**config.mk**
```make
export PLATFORM = sky130hd
export DESIGN_NAME = meshTop
export DESIGN_NICKNAME = d
export VERILOG_FILES = /design/src/rtl/meshPkg.sv /design/src/rtl/linkIf.sv /design/src/rtl/meshTop.sv /design/src/rtl/meshNode.sv /design/src/rtl/nodeRouter.sv /design/src/rtl/bootLoader.sv /design/src/rtl/linkFifo.sv
export SDC_FILE = /design/constraint.sdc
export NUM_CORES = 2
export LEC_CHECK = 0
export ABC_AREA = 1
export BUFFER_PORTS_ARGS = -buffer_cell sky130_fd_sc_hd__buf_2
export CAP_MARGIN = 20
export CORE_ASPECT_RATIO = 1.1
export CORE_MARGIN = 2
export CORE_UTILIZATION = 59
export CTS_BUF_LIST = sky130_fd_sc_hd__clkbuf_4 sky130_fd_sc_hd__clkbuf_8
export DETAILED_ROUTE_END_ITERATION = 7
export GPL_TIMING_DRIVEN = 0
export PLACE_DENSITY_LB_ADDON = 0.1
export SLEW_MARGIN = 5
export SYNTH_ARGS = -nofsm -noshare
export SYNTH_HDL_FRONTEND = slang
export SYNTH_MEMORY_MAX_BITS = 65536
export SYNTH_SLANG_ARGS = --single-unit
```
**constraint.sdc**
```tcl
create_clock -name clk -period 4 [get_ports clk]
set_clock_uncertainty 0.15 [all_clocks]
set_input_delay 0 -clock clk [delete_from_list [all_inputs] [get_ports clk]]
set_output_delay 0 -clock clk [all_outputs]
set_load 0.005 [all_outputs]
```
**src/rtl/meshPkg.sv**
```systemverilog
package meshPkg;

	// Mesh geometry
	localparam int MeshCols = 4;
	localparam int MeshRows = 3;
	localparam int MeshNodes = MeshCols * MeshRows;

	// Data path and buffering
	localparam int WordWidth = 32;
	localparam int LoadDepth = 8;
	localparam int LinkDepth = 4;

	// Boot, link and output data word
	typedef logic [WordWidth-1:0] word_t;

	// Processor select, MeshNodes in here means run
	typedef logic [3:0] nodeSel_t;

	// Holds 0 up to LoadDepth
	typedef logic [3:0] loadCnt_t;

	// One write strobe per node
	typedef logic [MeshNodes-1:0] nodeMask_t;

	// Input the router granted last
	typedef enum logic [1:0] {
		grantLocal,
		grantEast,
		grantNorth
	} rrState_t;

endpackage
```
**src/rtl/linkIf.sv**
```systemverilog
interface linkIf;

	// Write side
	logic wr;
	logic full;
	meshPkg::word_t wData;

	// Read side, rData shows the oldest word
	logic rd;
	logic empty;
	meshPkg::word_t rData;

	modport sender (
		output wr,
		output wData,
		input full
	);

	modport receiver (
		output rd,
		input empty,
		input rData
	);

	modport fifo (
		input wr,
		input wData,
		output full,
		input rd,
		output empty,
		output rData
	);

endinterface

```
**src/rtl/meshTop.sv**
```systemverilog
module meshTop #(
	parameter int MeshCols = meshPkg::MeshCols,
	parameter int MeshRows = meshPkg::MeshRows,
	parameter int LoadDepth = meshPkg::LoadDepth,
	parameter int LinkDepth = meshPkg::LinkDepth
) (
	input logic clk,
	input logic rstN,
	input meshPkg::nodeSel_t processorSelect,
	input meshPkg::word_t bootData,
	input logic bootWe,
	input logic outRd,
	output logic outEmpty,
	output meshPkg::word_t outData
);

	localparam int Nodes = MeshCols * MeshRows;
	// One idle link per missing east or north input
	localparam int Ties = Nodes + 1;

	meshPkg::nodeMask_t nodeWe;
	meshPkg::word_t nodeData;
	logic run;

	// Link i is the output FIFO of node i, the rest are idle edge links
	linkIf link [Nodes + Ties] ();

	bootLoader #(
		.Nodes(Nodes)
	) iBootLoader (
		.clk(clk),
		.rstN(rstN),
		.processorSelect(processorSelect),
		.bootData(bootData),
		.bootWe(bootWe),
		.nodeWe(nodeWe),
		.nodeData(nodeData),
		.run(run)
	);

	for (genvar r = 0; r < MeshRows; r++) begin : gRow
		for (genvar c = 0; c < MeshCols; c++) begin : gCol
			localparam int Idx = r * MeshCols + c;
			localparam int EastIdx = (c < MeshCols - 1) ? Idx + 1 : Nodes + r;
			localparam int NorthIdx = (c == 0 && r < MeshRows - 1) ? Idx + MeshCols :
				(c > 0) ? Nodes + MeshRows + r * (MeshCols - 1) + c - 1 : 2 * Nodes;

			meshNode #(
				.Col(c),
				.Row(r),
				.MeshCols(MeshCols),
				.MeshRows(MeshRows),
				.LoadDepth(LoadDepth)
			) iNode (
				.clk(clk),
				.rstN(rstN),
				.loadWe(nodeWe[Idx]),
				.loadData(nodeData),
				.run(run),
				.outLink(link[Idx]),
				.eastIn(link[EastIdx]),
				.northIn(link[NorthIdx])
			);

			// West link, south link in column 0, eject FIFO at node 0
			linkFifo #(
				.Depth(LinkDepth)
			) iFifo (
				.clk(clk),
				.rstN(rstN),
				.link(link[Idx])
			);
		end
	end

	// Edge links carry nothing
	for (genvar t = Nodes; t < Nodes + Ties; t++) begin : gTie
		assign link[t].empty = 1'b1;
		assign link[t].rData = '0;
	end

	// Eject FIFO read side goes to the host
	assign link[0].rd = outRd;
	assign outEmpty = link[0].empty;
	assign outData = link[0].rData;

endmodule

```
**src/rtl/meshNode.sv**
```systemverilog
module meshNode #(
	parameter int Col = 0,
	parameter int Row = 0,
	parameter int MeshCols = meshPkg::MeshCols,
	parameter int MeshRows = meshPkg::MeshRows,
	parameter int LoadDepth = meshPkg::LoadDepth
) (
	input logic clk,
	input logic rstN,
	input logic loadWe,
	input meshPkg::word_t loadData,
	input logic run,
	linkIf.sender outLink,
	linkIf.receiver eastIn,
	linkIf.receiver northIn
);

	// Only column 0 forwards southward, so only it sees a north input
	localparam bit HasEast = (Col < MeshCols - 1);
	localparam bit HasNorth = (Col == 0) && (Row < MeshRows - 1);
	localparam int AddrW = (LoadDepth > 1) ? $clog2(LoadDepth) : 1;

	meshPkg::word_t sendMem [LoadDepth];
	meshPkg::loadCnt_t fillCnt;
	meshPkg::loadCnt_t injPtr;
	logic loadAccept;
	logic localValid;
	logic localTaken;

	// Writes past LoadDepth are dropped
	assign loadAccept = loadWe && (fillCnt < LoadDepth);

	always_ff @(posedge clk) begin
		if (loadAccept) begin
			sendMem[fillCnt[AddrW-1:0]] <= loadData;
		end
	end

	always_ff @(posedge clk) begin
		if (!rstN) begin
			fillCnt <= '0;
			injPtr <= '0;
		end else begin
			if (loadAccept) begin
				fillCnt <= fillCnt + 1'b1;
			end
			if (localTaken) begin
				injPtr <= injPtr + 1'b1;
			end
		end
	end

	assign localValid = run && (injPtr < fillCnt);

	nodeRouter #(
		.HasEast(HasEast),
		.HasNorth(HasNorth)
	) iRouter (
		.clk(clk),
		.rstN(rstN),
		.localValid(localValid),
		.localData(sendMem[injPtr[AddrW-1:0]]),
		.localTaken(localTaken),
		.eastIn(eastIn),
		.northIn(northIn),
		.outLink(outLink)
	);

endmodule

```
**src/rtl/nodeRouter.sv**
```systemverilog
module nodeRouter #(
	parameter bit HasEast = 1'b1,
	parameter bit HasNorth = 1'b1
) (
	input logic clk,
	input logic rstN,
	input logic localValid,
	input meshPkg::word_t localData,
	output logic localTaken,
	linkIf.receiver eastIn,
	linkIf.receiver northIn,
	linkIf.sender outLink
);

	meshPkg::rrState_t lastGrant;
	meshPkg::rrState_t nextGrant;
	logic reqEast;
	logic reqNorth;
	logic anyGrant;

	// Inputs past the mesh edge never request
	assign reqEast = HasEast && !eastIn.empty;
	assign reqNorth = HasNorth && !northIn.empty;
	assign anyGrant = !outLink.full && (localValid || reqEast || reqNorth);

	// Search starts at the input after the last grant
	always_comb begin
		nextGrant = lastGrant;
		case (lastGrant)
			meshPkg::grantLocal: begin
				if (reqEast) nextGrant = meshPkg::grantEast;
				else if (reqNorth) nextGrant = meshPkg::grantNorth;
				else if (localValid) nextGrant = meshPkg::grantLocal;
			end
			meshPkg::grantEast: begin
				if (reqNorth) nextGrant = meshPkg::grantNorth;
				else if (localValid) nextGrant = meshPkg::grantLocal;
				else if (reqEast) nextGrant = meshPkg::grantEast;
			end
			default: begin
				if (localValid) nextGrant = meshPkg::grantLocal;
				else if (reqEast) nextGrant = meshPkg::grantEast;
				else if (reqNorth) nextGrant = meshPkg::grantNorth;
			end
		endcase
	end

	assign localTaken = anyGrant && (nextGrant == meshPkg::grantLocal);
	assign eastIn.rd = anyGrant && (nextGrant == meshPkg::grantEast);
	assign northIn.rd = anyGrant && (nextGrant == meshPkg::grantNorth);

	assign outLink.wr = anyGrant;

	always_comb begin
		case (nextGrant)
			meshPkg::grantEast: outLink.wData = eastIn.rData;
			meshPkg::grantNorth: outLink.wData = northIn.rData;
			default: outLink.wData = localData;
		endcase
	end

	// Round-robin pointer only moves on a grant
	always_ff @(posedge clk) begin
		if (!rstN) begin
			lastGrant <= meshPkg::grantLocal;
		end else if (anyGrant) begin
			lastGrant <= nextGrant;
		end
	end

endmodule

```
**src/rtl/bootLoader.sv**
```systemverilog
module bootLoader #(
	parameter int Nodes = meshPkg::MeshNodes
) (
	input logic clk,
	input logic rstN,
	input meshPkg::nodeSel_t processorSelect,
	input meshPkg::word_t bootData,
	input logic bootWe,
	output meshPkg::nodeMask_t nodeWe,
	output meshPkg::word_t nodeData,
	output logic run
);

	meshPkg::nodeSel_t selQ;
	logic weQ;

	always_ff @(posedge clk) begin
		if (!rstN) begin
			selQ <= '0;
			weQ <= 1'b0;
		end else begin
			selQ <= processorSelect;
			weQ <= bootWe;
		end
	end

	always_ff @(posedge clk) begin
		nodeData <= bootData;
	end

	// One-hot strobe for a node select, nothing for run or 13 and up
	always_comb begin
		nodeWe = '0;
		if (weQ && (selQ < Nodes)) begin
			nodeWe[selQ] = 1'b1;
		end
	end

	assign run = (selQ == Nodes);

endmodule

```
**src/rtl/linkFifo.sv**
```systemverilog
module linkFifo #(
	parameter int Depth = meshPkg::LinkDepth
) (
	input logic clk,
	input logic rstN,
	linkIf.fifo link
);

	localparam int PtrW = (Depth > 1) ? $clog2(Depth) : 1;
	localparam int CntW = $clog2(Depth + 1);

	meshPkg::word_t mem [Depth];
	logic [PtrW-1:0] rdPtr;
	logic [PtrW-1:0] wrPtr;
	logic [CntW-1:0] used;
	logic [CntW-1:0] usedNext;
	logic doRead;
	logic doWrite;

	assign doRead = link.rd && !link.empty;
	// A pop in the same cycle frees the slot
	assign doWrite = link.wr && (!link.full || doRead);

	// Show-ahead output
	assign link.rData = mem[rdPtr];

	always_comb begin
		usedNext = used;
		if (doWrite && !doRead) begin
			usedNext = used + 1'b1;
		end else if (doRead && !doWrite) begin
			usedNext = used - 1'b1;
		end
	end

	always_ff @(posedge clk) begin
		if (!rstN) begin
			rdPtr <= '0;
			wrPtr <= '0;
			used <= '0;
			link.full <= 1'b0;
			link.empty <= 1'b1;
		end else begin
			if (doWrite) begin
				wrPtr <= (wrPtr == PtrW'(Depth - 1)) ? '0 : wrPtr + 1'b1;
			end
			if (doRead) begin
				rdPtr <= (rdPtr == PtrW'(Depth - 1)) ? '0 : rdPtr + 1'b1;
			end
			used <= usedNext;
			link.full <= (usedNext == CntW'(Depth));
			link.empty <= (usedNext == '0);
		end
	end

	always_ff @(posedge clk) begin
		if (doWrite) begin
			mem[wrPtr] <= link.wData;
		end
	end

endmodule

```
### Word-level counts from Yosys, hierarchy flattened

Memories as Yosys holds them, arrays and structs flattened. A register that Yosys moved wholly into a read port is not among the register bits.
Cells that the tools add are included.

| word-level totals | value |
|---|---|
| bits in registers | 265 |
| bits in writable memories | 4608 |
| output and inout port bits | 33 |
| memories | 24 |

| cells by class | value |
|---|---|
| $add $sub $neg | 72 |
| $lt $le $gt $ge | 27 |
| equality and inequality tests | 63 |
| multiplexer cells | 217 |
| reductions and logical operators | 216 |

Memories:

| memory | depth | bits a word | read ports | clocked after Yosys merged registers in | wr ports | RTL line | text |
|---|---|---|---|---|---|---|---|
| gRow[0].gCol[0].iNode.sendMem | 8 | 32 | 1 | 1 | 1 | meshNode.sv:23 | `meshPkg::word_t sendMem [LoadDepth];` |
| gRow[0].gCol[1].iNode.sendMem | 8 | 32 | 1 | 1 | 1 | meshNode.sv:23 |  |
| gRow[0].gCol[2].iNode.sendMem | 8 | 32 | 1 | 1 | 1 | meshNode.sv:23 |  |
| gRow[0].gCol[3].iNode.sendMem | 8 | 32 | 1 | 1 | 1 | meshNode.sv:23 |  |
| gRow[1].gCol[0].iNode.sendMem | 8 | 32 | 1 | 1 | 1 | meshNode.sv:23 |  |
| gRow[1].gCol[1].iNode.sendMem | 8 | 32 | 1 | 1 | 1 | meshNode.sv:23 |  |
| +18 memories | n/a | n/a | n/a | n/a | n/a | n/a |  |

Operator list:

| cell | number |
|---|---|
| $pmux W32 S2 | 9 |
| $mux W2 | 104 |
| $mux W3 | 48 |
| $logic_and A1 B1 Y1 | 109 |
| $add A4 B1 Y4 const B | 24 |
| $mux W32 | 3 |
| $eq A2 B2 Y1 const B | 36 |
| $lt A4 B4 Y1 const B | 13 |
| $mux W1 | 49 |
| $add A2 B1 Y2 const B | 24 |
| $logic_not A1 Y1 | 48 |
| $lt A4 B4 Y1 | 12 |
| $logic_not A2 Y1 | 21 |
| $add A3 B1 Y3 const B | 12 |
| $eq A3 B3 Y1 const B | 12 |
| $logic_not A3 Y1 | 12 |
| $sub A3 B1 Y3 const B | 12 |
| $eq A2 B1 Y1 const B | 14 |
| $logic_or A1 B1 Y1 | 23 |
| $mux W12 | 1 |
| $pmux W2 S2 | 2 |
| $reduce_or A2 Y1 | 3 |
| $lt A4 B5 Y1 const B | 1 |
| $demux W1 S4 | 1 |
| other kinds (2) | 2 |

### Logic depth before layout (Yosys ltp)

| logic depth | value |
|---|---|
| depth in word-level cells | 16 |
| gate-level depth with buffers | 21 |
| gate-level depth less buffers | 20 |

### By module

A second synthesis with hierarchy kept.

| unflattened totals | value |
|---|---|
| cells, all modules | 21188 |
| area total of the unflattened synthesis | 216108.5 sq um |

By module, submodules not included:

| module | instances | cells an instance | area each (sq um) | sequential area each (sq um) |
|---|---|---|---|---|
| meshNode | 12 | 1181 | 11678.7 | 7907.6 |
| linkFifo at gRow[0].gCol[1].iFifo ... | 8 | 391 | 5345.1 | 4063.9 |
| linkFifo at gRow[0].gCol[0].iFifo ... | 4 | 386 | 5285.1 | 4063.9 |
| nodeRouter at gRow[0].gCol[1].iNode.iRouter ... | 5 | 173 | 878.3 | 40.0 |
| nodeRouter at gRow[0].gCol[3].iNode.iRouter ... | 3 | 230 | 1032.2 | 40.0 |
| nodeRouter at gRow[0].gCol[0].iNode.iRouter ... | 2 | 184 | 934.6 | 40.0 |
| nodeRouter at gRow[2].gCol[1].iNode.iRouter ... | 2 | 173 | 908.4 | 40.0 |
| bootLoader | 1 | 73 | 880.8 | 740.7 |
| meshTop | 1 | 2 | 7.5 | 0.0 |

### Least setup slack after synthesis

Ideal clock, no wire load.

| timing path | value |
|---|---|
| path type | register to register |
| from | register iBootLoader.selQ[2] |
| to | memory gRow[0].gCol[1].iNode.sendMem[5][0] (netlist bit), enable pin |
| setup time | 0.461 ns |
| arrival | 3.473 ns |
| data required time | 3.389 ns |
| slack | -0.084 ns |
| cell stages (with the launch flop) | 10 |
| period minus slack after synthesis | 4.084 ns |
| cells stage by stage | dfxtp_1 -> nand2_1 -> inv_2 -> nor2_1 -> inv_2 -> nor4_1 -> inv_1 -> nor2_1 -> inv_1 -> nor3_1 |

| on the way | value |
|---|---|
| longest elaborated chain between the ends | 8 |

RTL lines:

| element | RTL line | text |
|---|---|---|
| start: declaration | bootLoader.sv:14 | `meshPkg::nodeSel_t selQ;` |
| start signal: assignment | bootLoader.sv:22 | `selQ <= processorSelect;` |
| $lt A4 B5 Y1 (not written as such) / $ge A4 B1 Y1 (equally long branches) | bootLoader.sv:35 | `nodeWe[selQ] = 1'b1;` |
| $logic_and A1 B1 Y1 (not written as such) | bootLoader.sv:35 |  |
| $mux W1 (not written as such) | bootLoader.sv:35 |  |
| $demux W1 S4 | n/a |  |
| $mux W12 (*) | bootLoader.sv:34 | `if (weQ && (selQ < Nodes)) begin` |
| $logic_and A1 B1 Y1 (*) | meshNode.sv:31 | `assign loadAccept = loadWe && (fillCnt < LoadDepth);` |
| $mux W1 (*) | meshNode.sv:34 | `if (loadAccept) begin` |
| $mux W1 (not written as such) (*) | meshNode.sv:35 | `sendMem[fillCnt[AddrW-1:0]] <= loadData;` |
| end: declaration | meshNode.sv:23 |  |

Every way passes the cells marked *; elsewhere a longest branch is shown, timed or not.

### Worst setup path after layout

| timing path | value |
|---|---|
| from | register iBootLoader.selQ[2] |
| to | memory gRow[2].gCol[2].iFifo.mem[1][23] (netlist bit), data pin |

| on the way | value |
|---|---|
| longest elaborated chain between the ends | 7 |

RTL lines:

| element | RTL line | text |
|---|---|---|
| $eq A4 B4 Y1 (*) | bootLoader.sv:39 | `assign run = (selQ == Nodes);` |
| $logic_and A1 B1 Y1 (*) | meshNode.sv:53 | `assign localValid = run && (injPtr < fillCnt);` |
| $mux W2 | nodeRouter.sv:33 | `else if (localValid) nextGrant = meshPkg::grantLocal;` |
| $mux W2 | nodeRouter.sv:31 | `if (reqEast) nextGrant = meshPkg::grantEast;` |
| $mux W2 (*) | n/a |  |
| $eq A2 B2 Y1 / $eq A2 B1 Y1 (equally long branches) | nodeRouter.sv:55 | `case (nextGrant)` |
| $pmux W32 S2 (*) | nodeRouter.sv:55 |  |
| named net gRow[2].gCol[2].iFifo.link.wData[23] | linkIf.sv:27 | `input wData,` |
| end: declaration | linkFifo.sv:12 | `meshPkg::word_t mem [Depth];` |

The timed path passes the listed nets; every way through them passes the cells marked *.

==> summary.txt <==
Critical path
  – CP required: 4.72 ns
  – CP arrival: 4.67 ns
  – Worst path slowest cell: ha_1
  – Cells along the critical path: nand2_1 > inv_2 > nand2_2 > clkinv_2 > buf_12 > nand3_2 > nand2_2 > inv_1 > nand2_1 > ha_1 > inv_1 > clkbuf_1 > o211ai_1 > nand2_1
  – Reg2Reg Launch Point: iBootLoader.selQ[2]
  – Worst path depth: 14
  – Maximum net fanout on the critical path: 10
  – Buf+Inv Stages, Crit Path: 6
  – Most frequent CP cell: nand2_1
  – R2R Path End: gRow[2].gCol[2].iFifo.mem[1][23]
  – CP Launch Point: iBootLoader.selQ[2]
  – Depth of the worst register-to-register path: 14
  – CP startpoint kind: register
  – End of the critical path: gRow[2].gCol[2].iFifo.mem[1][23]
  – FF-to-FF setup slack: 0.05 ns
  – Largest delay share family, worst path: buffers and inverters
  – Nature of the critical path endpoint: register
  – Slowest Stage Delay on Critical Path: 0.52 ns
  – Crit path kind: register to register

Logic synthesis
  – Net Count, Synth: 14.3k
  – Post-synthesis cell area: 193000 um2
  – Synth unique cells: 51
  – Yosys Warn Count: 0
  – Cell count after synthesis: 14.1k
  – #FFs+latches synth: 4933
  – Seq/Total Area, Yosys: 75.0%
  – Syn_area_per_cell: 13.7 um2

Drt
  – Drt drc: 0
  – Drt wl/cell: 27.6 um
  – DR pass1 iterations: 8
  – Initial drt markers: 17.6k
  – Final WL: 560000 um
  – Final antenna-violating net count: 0
  – Vias per inst: 6.29
  – Via count: 128k

STA
  – Crit share post-route: 98.6%
  – WHS: 0.212 ns
  – RSZ-0062 raised after global routing: true
  – Fin. Hold Viols: 0
  – Number of setup violations in the final report: 0
  – Fin. max-slew vios: 0
  – Worst rel slew slack: 22.5%
  – Maximum clock rate: 0.253 GHz
  – Fin crit period: 3.95 ns
  – Worst-margin pin slew: 1.15 ns

Outcome
  – Status: finished, final reports clean

Die
  – Die footprint: 332000 um2
  – FP Rows: 220
  – Core ar.: 326000 um2
  – Die width: 550 um
  – Initial Utilization: 59.3%
  – Die height: 604 um
  – I/O Pins: 73

Pwr
  – VDD IR max: 0.598 mV
  – PwrDens: 647 nW/um2
  – Leakage: 0.0731 uW

Place
  – Dpl hpwl: 383000 um
  – Routability cong.: 0.927
  – Port bufs: 72
  – Dpl cell area: 205000 um2

Clock network
  – Htree depth: 6
  – Clock sinks: 4933
  – Postcts setup bufs: 0
  – Clk_lat worst skew: 1.26 ns
  – CTS buffer count: 740
  – Clk buf depth: 4
  – Clock transition at path regs: 0.06 ns
  – Root Driver: clkbuf_8
  – TritonCTS clock tree: built

Final layout
  – Ratio of cells with drive above 1 in the final layout: 13.6%
  – Nets: 15.6k
  – Design Area, Final: 221000 um2
  – P&R area growth vs syn: 14.3%

Global routing
  – Gr usage total: 33.1%
  – Initial antenna violation count: 44
  – Largest net degree at the start of global routing: 57
  – Vias in the first global route: 125k
  – Remaining Overflow, GRT: 0
  – First-pass GRT wire length: 807000 um

Worst hold path
  – Hold Crit Class: input pin to register

Flow run
  – Max-cap violation count: 0
[synth_stat cells, drive strengths merged]
cell type / n / area share, %
a21oi: 194 / 0.50
nand3b: 10 / 0.039
dfxtp: 325 / 3.4
a311oi: 3 / 0.014
or3: 2 / 0.0065
buf: 193 / 0.48
xnor2: 6 / 0.027
nand2: 778 / 1.5
nand4: 14 / 0.069
mux2i: 346 / 1.8
o32ai: 520 / 2.4
clkbuf: 735 / 1.4
o21a: 4 / 0.016
xor2: 7 / 0.032
a211oi: 14 / 0.054
o221a: 186 / 1.1
o22ai: 106 / 0.34
a32oi: 64 / 0.29
ha: 167 / 1.1
o211ai: 105 / 0.41
nor2: 2719 / 5.3
edfxtp: 4608 / 72
nor4: 4 / 0.016
nor3: 178 / 0.47
o221ai: 344 / 1.6
o211a: 10 / 0.052
o21ai: 1545 / 4.0
inv: 430 / 0.84
or2: 8 / 0.026
a31oi: 5 / 0.016
nand3: 448 / 1.2
and3: 3 / 0.0097
clkinv: 10 / 0.021
[metrics by stage]
| step | util [%] | std cells | total power [uW] | worst slack (ns) | TNS (ns) |
|---|---|---|---|---|---|
| floorplan | - | 14100 | 86000 | -0.0837 | -8.03 |
| global placement | 61.0 | 18500 | 100000 | -2.98 | -9881.31 |
| detailed placement | 62.9 | 18800 | 102000 | -0.156 | -0.225 |
| CTS | 67.7 | 20300 | 142000 | 0.0220 | 0 |
| global route | 67.7 | 20300 | 148000 | -0.0253 | -0.0855 |
| finish | 67.7 | 20300 | 143000 | 0.0545 | 0 |
[sequential cells by signal, indices dropped and copies added (netlist names), named ones only]
register                           flops
gRow.gCol.iFifo.link.empty            12
gRow.gCol.iFifo.link.full             12
gRow.gCol.iFifo.mem                 1536
gRow.gCol.iFifo.rdPtr                 24
gRow.gCol.iFifo.used                  36
gRow.gCol.iFifo.wrPtr                 24
gRow.gCol.iNode.fillCnt               48
gRow.gCol.iNode.iRouter.lastGrant     24
gRow.gCol.iNode.injPtr                48
gRow.gCol.iNode.sendMem             3072
iBootLoader.nodeData                  32
iBootLoader.selQ                       4
iBootLoader.weQ                        1
[what timing repair did]
item	4_1_cts	5_1_grt
pin swaps	1	1
endpoints found under the setup margin	16	182
endpoints found under the hold margin	317	0
hold buffers	115	0
gates resized for setup	3	18
[power by group]
part	internal, uW	switching, uW	total (uW)
clock	21500	19400	40900
combinational	9190	27300	36500
sequential	64000	1520	65600
total	94700	48300	143000
[logic make-up (layout without fill, tap and decap cells)]
kind of cell	Yosys count	in the layout	synth area share (%)
xor gates and xnor gates	13	13	0.0589
DFF	4933	4933	75.0
muxes	346	346	1.79
AOI/OAI and AO/OA	3100	3100	10.7
and+or+nand+nor	4164	4164	8.66
other	0	12	0
adders and majority gates	167	167	1.08
buffers and inverters	1368	3209	2.76
[worst min path at each step]
| stage | startpoint | end | slack [ns] | depth (start not counted) |
|---|---|---|---|---|
| 6_report | rstN | gRow[1].gCol[2].iNode.iRouter.lastGrant[1] | 0.21 | 5 |
| 5_1_grt | rstN | gRow[1].gCol[1].iNode.injPtr[3] | 0.15 | 5 |
| 4_1_cts | rstN | gRow[1].gCol[2].iNode.iRouter.lastGrant[1] | 0.12 | 5 |
| 3_5_place_dp | bootData[10] | iBootLoader.nodeData[10] | -0.05 | 1 |
| 3_3_place_gp | bootData[3] | iBootLoader.nodeData[3] | -0.05 | 1 |
| 2_1_floorplan | bootData[0] | iBootLoader.nodeData[0] | -0.12 | 0 |
[cells in the final DEF, fill, tap and decap left out, types with 346 or more instances in the layout]
cell type and instances:
clkbuf_8 774, nand3_1 439, o21ai_0 1540, edfxtp_1 4608, mux2i_1 346, inv_1 406
o32ai_1 520, nand2_1 753, nor2_1 2637, clkbuf_1 715
[layout make-up]
class,count,area [um2]
antenna,12,30.0
buffer,923,3680
clock buffer,1015,12500
clock inverter,311,2140
fill,22500,105000
inverter,440,1650
multi-input combinational,7790,44100
sequential,4933,145000
tap,4329,5420
timing repair buffer,520,6480
[worst min-delay path, delay by kind of cell]
kind / cells / cell delay, ns
buf+inv: 3 / 1.30
simple gates: 2 / 0.24
[layer usage]
metal | GRT usage (%) | vias to the layer above | routed length [um] | part of all wire [%]
met5 | 0 | - | 103 | 0.018
met4 | 16.5 | 16 | 31000 | 5.5
met3 | 5.69 | 1320 | 53700 | 9.6
met2 | 53.8 | 7077 | 268000 | 48
met1 | 43.4 | 63500 | 207000 | 37
li1 | - | 55700 | - | -
(Power assumes the default switching activity.)
